<file path="src/source/uart_tx_pkg.sv">
`default_nettype none

package uart_tx_pkg;

    // Character format
    localparam int DATA_WIDTH = 8;

    // Start bit, data bits and stop bit
    localparam int FRAME_BITS = DATA_WIDTH + 2;

    // Transmit FIFO geometry
    localparam int FIFO_DEPTH = 16;
    localparam int FIFO_PTR_WIDTH = $clog2(FIFO_DEPTH);

    // Fill level that raises almost_full
    localparam int ALMOST_FULL_LEVEL = 14;

    // Bit period in clocks, and the width of the counter that times it
    localparam int CLKS_PER_BIT = 16;
    localparam int BIT_CNT_WIDTH = 4;

    // Frame sequencer states
    typedef enum logic [1:0] {
        ST_IDLE,
        ST_START,
        ST_DATA,
        ST_STOP
    } tx_state_t;

endpackage

`default_nettype wire

</file>
<file path="src/source/uart_tx_fifo.sv">
`timescale 1ns/1ps
`default_nettype none

module uart_tx_fifo
    import uart_tx_pkg::*;
(
    input  logic                  clk,
    input  logic                  arst_n,

    // Write side
    input  logic                  wr_en,
    input  logic [DATA_WIDTH-1:0] wr_data,

    // Read side, first word falls through
    input  logic                  rd_en,
    output logic [DATA_WIDTH-1:0] rd_data,

    // Status
    output logic                  full,
    output logic                  almost_full,
    output logic                  empty
);

    logic [DATA_WIDTH-1:0]     mem [FIFO_DEPTH];
    logic [FIFO_PTR_WIDTH-1:0] wr_ptr;
    logic [FIFO_PTR_WIDTH-1:0] rd_ptr;
    logic [FIFO_PTR_WIDTH:0]   count;

    logic wr_accept;
    logic rd_accept;

    // Drop writes when full, ignore pops when empty
    assign wr_accept = wr_en & ~full;
    assign rd_accept = rd_en & ~empty;

    // Storage array
    always_ff @(posedge clk) begin
        if (wr_accept) begin
            mem[wr_ptr] <= wr_data;
        end
    end

    // Pointers wrap on their own since the depth is a power of two
    always_ff @(posedge clk or negedge arst_n) begin
        if (!arst_n) begin
            wr_ptr <= '0;
            rd_ptr <= '0;
        end else begin
            if (wr_accept) begin
                wr_ptr <= wr_ptr + 1'b1;
            end
            if (rd_accept) begin
                rd_ptr <= rd_ptr + 1'b1;
            end
        end
    end

    // Occupancy
    always_ff @(posedge clk or negedge arst_n) begin
        if (!arst_n) begin
            count <= '0;
        end else begin
            case ({wr_accept, rd_accept})
                2'b10:   count <= count + 1'b1;
                2'b01:   count <= count - 1'b1;
                default: count <= count;
            endcase
        end
    end

    // Oldest entry is always on the output
    assign rd_data = mem[rd_ptr];

    // Flags decoded from the registered count
    assign empty       = (count == '0);
    assign full        = (count == (FIFO_PTR_WIDTH + 1)'(FIFO_DEPTH));
    assign almost_full = (count >= (FIFO_PTR_WIDTH + 1)'(ALMOST_FULL_LEVEL));

endmodule

`default_nettype wire

</file>
<file path="src/source/uart_baud_timer.sv">
`timescale 1ns/1ps
`default_nettype none

module uart_baud_timer
    import uart_tx_pkg::*;
(
    input  logic clk,
    input  logic arst_n,
    input  logic restart,
    output logic bit_tick
);

    logic [BIT_CNT_WIDTH-1:0] count;

    // Counting down from the reload value reaches zero after one full bit period
    always_ff @(posedge clk or negedge arst_n) begin
        if (!arst_n) begin
            count <= BIT_CNT_WIDTH'(CLKS_PER_BIT - 1);
        end else if (restart || bit_tick) begin
            count <= BIT_CNT_WIDTH'(CLKS_PER_BIT - 1);
        end else begin
            count <= count - 1'b1;
        end
    end

    // Last cycle of every bit period
    assign bit_tick = (count == '0);

endmodule

`default_nettype wire

</file>
<file path="src/source/uart_tx_controller.sv">
`timescale 1ns/1ps
`default_nettype none

module uart_tx_controller
    import uart_tx_pkg::*;
(
    input  logic clk,
    input  logic arst_n,

    // User permission and FIFO status
    input  logic tx_valid,
    input  logic empty,

    // Bit boundary from the baud timer
    input  logic bit_tick,

    // Datapath control
    output logic fifo_pop,
    output logic shift_en,

    // Status
    output logic tx_ready,
    output logic tx_busy,
    output logic tx_done
);

    tx_state_t state;
    tx_state_t state_next;

    // Position of the current bit within the frame, start bit is 0
    logic [$clog2(FRAME_BITS)-1:0] bit_idx;
    logic                          last_data;

    assign last_data = (bit_idx == ($clog2(FRAME_BITS))'(FRAME_BITS - 2));

    // A new frame only begins from idle
    assign fifo_pop = (state == ST_IDLE) & tx_valid & ~empty;

    always_comb begin
        state_next = state;
        case (state)
            ST_IDLE: begin
                if (fifo_pop) begin
                    state_next = ST_START;
                end
            end
            ST_START: begin
                if (bit_tick) begin
                    state_next = ST_DATA;
                end
            end
            ST_DATA: begin
                if (bit_tick && last_data) begin
                    state_next = ST_STOP;
                end
            end
            ST_STOP: begin
                if (bit_tick) begin
                    state_next = ST_IDLE;
                end
            end
            default: state_next = ST_IDLE;
        endcase
    end

    always_ff @(posedge clk or negedge arst_n) begin
        if (!arst_n) begin
            state <= ST_IDLE;
        end else begin
            state <= state_next;
        end
    end

    // Bit position advances on every tick inside a frame
    always_ff @(posedge clk or negedge arst_n) begin
        if (!arst_n) begin
            bit_idx <= '0;
        end else if (fifo_pop) begin
            bit_idx <= '0;
        end else if (bit_tick && state != ST_IDLE) begin
            bit_idx <= bit_idx + 1'b1;
        end
    end

    assign shift_en = (state != ST_IDLE);
    assign tx_ready = (state == ST_IDLE);
    assign tx_busy  = (state != ST_IDLE);

    // Final cycle of the stop bit
    assign tx_done = (state == ST_STOP) & bit_tick;

endmodule

`default_nettype wire

</file>
<file path="src/source/uart_tx_shifter.sv">
`timescale 1ns/1ps
`default_nettype none

module uart_tx_shifter
    import uart_tx_pkg::*;
(
    input  logic                  clk,
    input  logic                  arst_n,

    // Frame load from the FIFO head
    input  logic                  load,
    input  logic [DATA_WIDTH-1:0] data,

    // Shift control
    input  logic                  shift_en,
    input  logic                  bit_tick,

    // Serial line
    output logic                  tx_serial
);

    logic [FRAME_BITS-1:0] frame;

    // All ones keeps the line at the idle level
    always_ff @(posedge clk or negedge arst_n) begin
        if (!arst_n) begin
            frame <= '1;
        end else if (load) begin
            // Stop bit on top, start bit goes out first
            frame <= {1'b1, data, 1'b0};
        end else if (shift_en && bit_tick) begin
            frame <= {1'b1, frame[FRAME_BITS-1:1]};
        end
    end

    // LSB first onto the wire
    assign tx_serial = frame[0];

endmodule

`default_nettype wire

</file>
<file path="src/source/uart_tx_datapath.sv">
`timescale 1ns/1ps
`default_nettype none

module uart_tx_datapath
    import uart_tx_pkg::*;
(
    input  logic                  clk,
    input  logic                  arst_n,

    // FIFO write port
    input  logic                  wr_en,
    input  logic [DATA_WIDTH-1:0] wr_data,
    output logic                  full,
    output logic                  almost_full,

    // Transmit control and status
    input  logic                  tx_valid,
    output logic                  tx_ready,
    output logic                  tx_busy,
    output logic                  tx_done,
    output logic                  tx_serial
);

    logic [DATA_WIDTH-1:0] rd_data;
    logic                  empty;
    logic                  fifo_pop;
    logic                  bit_tick;
    logic                  shift_en;

    uart_tx_fifo u_fifo (
        .clk         (clk),
        .arst_n      (arst_n),
        .wr_en       (wr_en),
        .wr_data     (wr_data),
        .rd_en       (fifo_pop),
        .rd_data     (rd_data),
        .full        (full),
        .almost_full (almost_full),
        .empty       (empty)
    );

    // Bit period starts over at every pop
    uart_baud_timer u_baud (
        .clk      (clk),
        .arst_n   (arst_n),
        .restart  (fifo_pop),
        .bit_tick (bit_tick)
    );

    uart_tx_controller u_ctrl (
        .clk      (clk),
        .arst_n   (arst_n),
        .tx_valid (tx_valid),
        .empty    (empty),
        .bit_tick (bit_tick),
        .fifo_pop (fifo_pop),
        .shift_en (shift_en),
        .tx_ready (tx_ready),
        .tx_busy  (tx_busy),
        .tx_done  (tx_done)
    );

    // Captures the FIFO head in the same cycle it is popped
    uart_tx_shifter u_shift (
        .clk       (clk),
        .arst_n    (arst_n),
        .load      (fifo_pop),
        .data      (rd_data),
        .shift_en  (shift_en),
        .bit_tick  (bit_tick),
        .tx_serial (tx_serial)
    );

endmodule

`default_nettype wire

</file>
<file path="config.mk">
export PLATFORM = sky130hd
export DESIGN_NAME = uart_tx_datapath
export DESIGN_NICKNAME = d
export VERILOG_FILES = /design/src/source/uart_tx_pkg.sv /design/src/source/uart_tx_fifo.sv /design/src/source/uart_baud_timer.sv /design/src/source/uart_tx_controller.sv /design/src/source/uart_tx_shifter.sv /design/src/source/uart_tx_datapath.sv
export SDC_FILE = /design/constraint.sdc
export NUM_CORES = 1
export LEC_CHECK = 0
export ABC_AREA = 1
export BUFFER_PORTS_ARGS = -buffer_cell sky130_fd_sc_hd__buf_2
export CAP_MARGIN = 40
export CORE_UTILIZATION = 40
export DETAILED_ROUTE_END_ITERATION = 7
export GPL_TIMING_DRIVEN = 0
export PLACE_DENSITY_LB_ADDON = 0.08
export SLEW_MARGIN = 20
export SYNTH_ARGS = -nofsm -noshare
export SYNTH_HDL_FRONTEND = slang
export SYNTH_SLANG_ARGS = --single-unit
</file>
<file path="constraint.sdc">
create_clock -name clk -period 2.4 [get_ports clk]
set_input_delay 0.24 -clock clk [delete_from_list [all_inputs] [get_ports clk]]
set_output_delay 0.24 -clock clk [all_outputs]
set_load 0.005 [all_outputs]
</file>
==> summary.md <==
| Metric | Value |
|---|---|
| Crit path cell chain | inv_2 > ha_4 > nand3_4 > clkinv_8 > ha_4 > inv_1 > fa_1 > inv_1 > nand3_1 > nand2_1 > a21oi_1 > o21ai_1 > xor2_1 |
| R2R depth | 13 |
| Syn avg cell area | just over 10 µm² |
| WL/cell | 18.5 µm |
| Hold path depth | 1 |
| R2R Path Start | u_ctrl.state[0] |
| Nets | 798 |
| Share of layout cells above drive strength 1 | 15.7% |
| Power density over the cells | ~1200 nW/µm² |
| Critical-path top delay cell | dfrtp_1 |
| Final Hold Vio Count | 0 |
| CTS Buffer Depth | 2 |
| Global routing's busiest layer | met2 |
| Global-route wire length before repair | 27900 µm |
| Non-Filler Instances | 1010 |
| Slew HR | a little under half |
| Status | finished, violations left |
| RSZ-0062 raised after global routing | no |
| Post-Syn Nets | 743 |
| FF-to-FF End | u_fifo.count[4] |
| FMAX | 0.451 GHz |
| Final setup violation count | 0 |
| Mapped Area | 7290 µm² |
| Met3 Track Usage GR | about 4.4% |
| TNS Setup | 0 ns |
| Gr usage total | between 20% and 30% |
| Util after Layout | between 40% and 50% |
| Clk_skew | 0.00629 ns |
| Die footprint | 18800 µm² |
| Distinct cell type count of the synthesized netlist | 32 |
| Reg area | 4660 µm² |
| Maximum VDD drop | 0.627 mV |
| First DRT Iteration DRCs | roughly 530 |
| Worst-margin pin slew | 0.795 ns |
| First-pass DRT Iterations | 7 |
| Buffers on Ports | 17 |
| CP Capture Type | register |
| Placed insts | ~960 |
| DR vias/cell | 4.91 |
| Hold Startpoint | wr_data[1] |
| Slew Limit Fails | 0 |
| M1 GR Usage | between 30% and 40% |
| Hold Path Sink | u_fifo.mem[15][1] |
| Post-Route WL | around 19000 µm |
| Site Rows | 49 |
| Final Cycle Share | 92.5% |
| Total power | 10600 µW |
| CP Data Required Time | 2.75 ns |
| Total CTS buffers | 17 |
| Diodes inserted | 0 |
| Synth warn | 0 |
| Fillers | 1656 |
| Initial antenna violation count | 0 |
| Crit-path max FO | 10 |
| Core area | 17900 µm² |
| DR DRC count | 2 |
| Clock Latency Late Sink | roughly 0.42 ns |
| H-tree levels | 4 |
| Startpoint types | register |
| Clock slew at reported path FFs | 0.06 ns |
| GR Util met2 | about a third |
| GR Overflow Total | 0 |
| Area of the multi-input gates | 2090 µm² |
| Critical setup path kind | register to register |
| Worst Hold Class | input port to register |
| Synth area leaders | edfxtp_1, nand2_1, dfrtp_1 |
| Max-cap violations | 0 |
| Leakage | ~0.0037 µW |
| TritonCTS clock tree | built |
| Antenna Nets Post-Route | 0 |
| Layout area overhead | 16.7% |
| Crit path time final | 2.22 ns |
| Failing checks | DRC |
| IO Count | 18 |
| Delay of the slowest critical-path stage | 0.42 ns |
| Vias in the first global route | 4643 |
| Post-Syn Instances | just over 700 |
| DIE WIDTH | 137 µm |
| Post-synthesis register bit count | 160 |
| R2R setup slack | 0.18 ns |
| CTS Root Cell | clkbuf_16 |
| Initial Util | 40.7% |
| Die Y | 137 µm |
| WP data arrival | 2.56 ns |
| Post-DP HPWL | 12700 µm |
| Top-area cell type share of the netlist area | 52.7% |
| Sequential area share after synthesis | 63.9% |
| TritonCTS Sinks | 160 |
| Via Count | 4964 |
| Largest net degree at the start of global routing | 33 |
| Yosys top cell by area | edfxtp_1 |
| Routability congestion estimate | 0.848 |
## layout make-up
cell class	count	share of cell area, %
flip-flops and latches	160	54.8
repair buffers	37	2.94
clock inverters	10	2.18
multi-input cells	431	24.6
well taps	229	3.37
inverters	94	4.32
clock buffers	22	5.34
plain buffers	27	2.46
## per-stage QoR
stage / worst slack [ns] / hold slack (ns) / cell area, µm²
after floorplan: 0.0123 / -0.0556 / 7300
after global placement: -0.340 / 0.368 / 7670
after detailed placement: -0.452 / 0.387 / 7700
after CTS: 0.0543 / 0.225 / 8370
after global routing: 0.0106 / 0.233 / 8510
final: 0.181 / 0.238 / 8510
## sequential cells by signal, summed over array words and instances, names as in the netlist
register and flops:
u_shift.frame 9, u_fifo.mem 128, u_ctrl.state 2, u_ctrl.bit_idx 4, u_fifo.count 5, u_fifo.wr_ptr 4, u_baud.count 4, u_fifo.rd_ptr 4
## worst max-delay path, delay by kind of cell, from the launching register on
family	cells	cell delay, ns
AOI/OAI and AO/OA	2	0.17
and+or+nand+nor	3	0.29
xor gates and xnor gates	1	0.15
adders and majority gates	3	0.72
buffers and inverters	4	0.38
DFF	1	0.42
## cell usage after synthesis
library cell  instances
buf_6                12
nor3_1                3
buf_4                 3
inv_2                 3
a21oi_1               9
nand3_1              89
xor2_1                7
edfxtp_1            128
o21ai_1               4
clkinv_1              1
buf_2                11
nor2_2                5
nand3_2               1
clkbuf_1              2
a22o_1                1
inv_4                 2
nand3_4               1
inv_1                88
dfstp_2              13
o31ai_1               1
nand2_1             230
fa_1                  1
nor2_4                1
nand2_2               1
nand2_4               1
dfrtp_1              19
nand4_1               2
nand4_2               1
ha_1                 17
xnor2_1               3
nor2_1               38
o21ai_0              15
## cells by family after synthesis
logic type / synth area share (%)
AND/OR/NAND/NOR: 21.6
buffers and inverters: 7.92
AO/OA/AOI/OAI: 2.14
XOR/XNOR: 1.20
flip-flops: 63.9
adder cells (fa/ha/maj): 3.19
## layer usage
metal | vias up | part of all wire [%]
met4 | 0 | 1.5
met3 | 23 | 5.8
met1 | 2371 | 46
met2 | 143 | 46
met5 | - | 0
li1 | 2427 | -
## layout by cell type (no fill, tap or decap), types with 4 or more instances in the layout
master | Yosys | layout
nand2_1 | 230 | 230
edfxtp_1 | 128 | 128
nand3_1 | 89 | 89
inv_1 | 88 | 85
nor2_1 | 38 | 38
buf_2 | 11 | 28
buf_4 | 3 | 21
dfrtp_1 | 19 | 18
clkbuf_16 | 0 | 17
ha_1 | 17 | 15
o21ai_0 | 15 | 14
dfstp_2 | 13 | 13
buf_6 | 12 | 11
a21oi_1 | 9 | 9
xor2_1 | 7 | 7
inv_2 | 3 | 6
clkbuf_1 | 2 | 6
o21ai_1 | 4 | 5
bufinv_16 | 0 | 5
nor2_2 | 5 | 4
## worst max-delay path by stage
stage | startpoint | end | slack (ns) | cells past startpoint
2_1_floorplan | u_ctrl.state[0] | u_fifo.count[4] | 0.01 | 14
3_3_place_gp | u_ctrl.state[0] | u_fifo.count[4] | -0.34 | 14
3_5_place_dp | u_ctrl.state[0] | u_fifo.count[4] | -0.45 | 14
4_1_cts | u_ctrl.state[0] | u_fifo.count[4] | 0.05 | 13
5_1_grt | u_fifo.count[1] | u_fifo.count[4] | 0.01 | 11
6_report | u_ctrl.state[0] | u_fifo.count[4] | 0.18 | 13
## where the power goes
part / internal [µW] / leakage (µW) / switching [µW]
Combinational: 1290 / 0.00183 / 2570
Clock: 1870 / 0.000299 / 1070
Sequential: 3530 / 0.00152 / 218
Total: 6690 / 0.00366 / 3860
## what timing repair did
action / in CTS / in global routing
setup endpoints to repair: 4 / 1
endpoints found under the hold margin: 19 / 0
hold buffers: 1 / 0
resized for setup: 6 / 7
gates cloned: 0 / 0
buffers inserted: 1 / 7
pin swaps: 1 / 1
(Power assumes the default switching activity.)
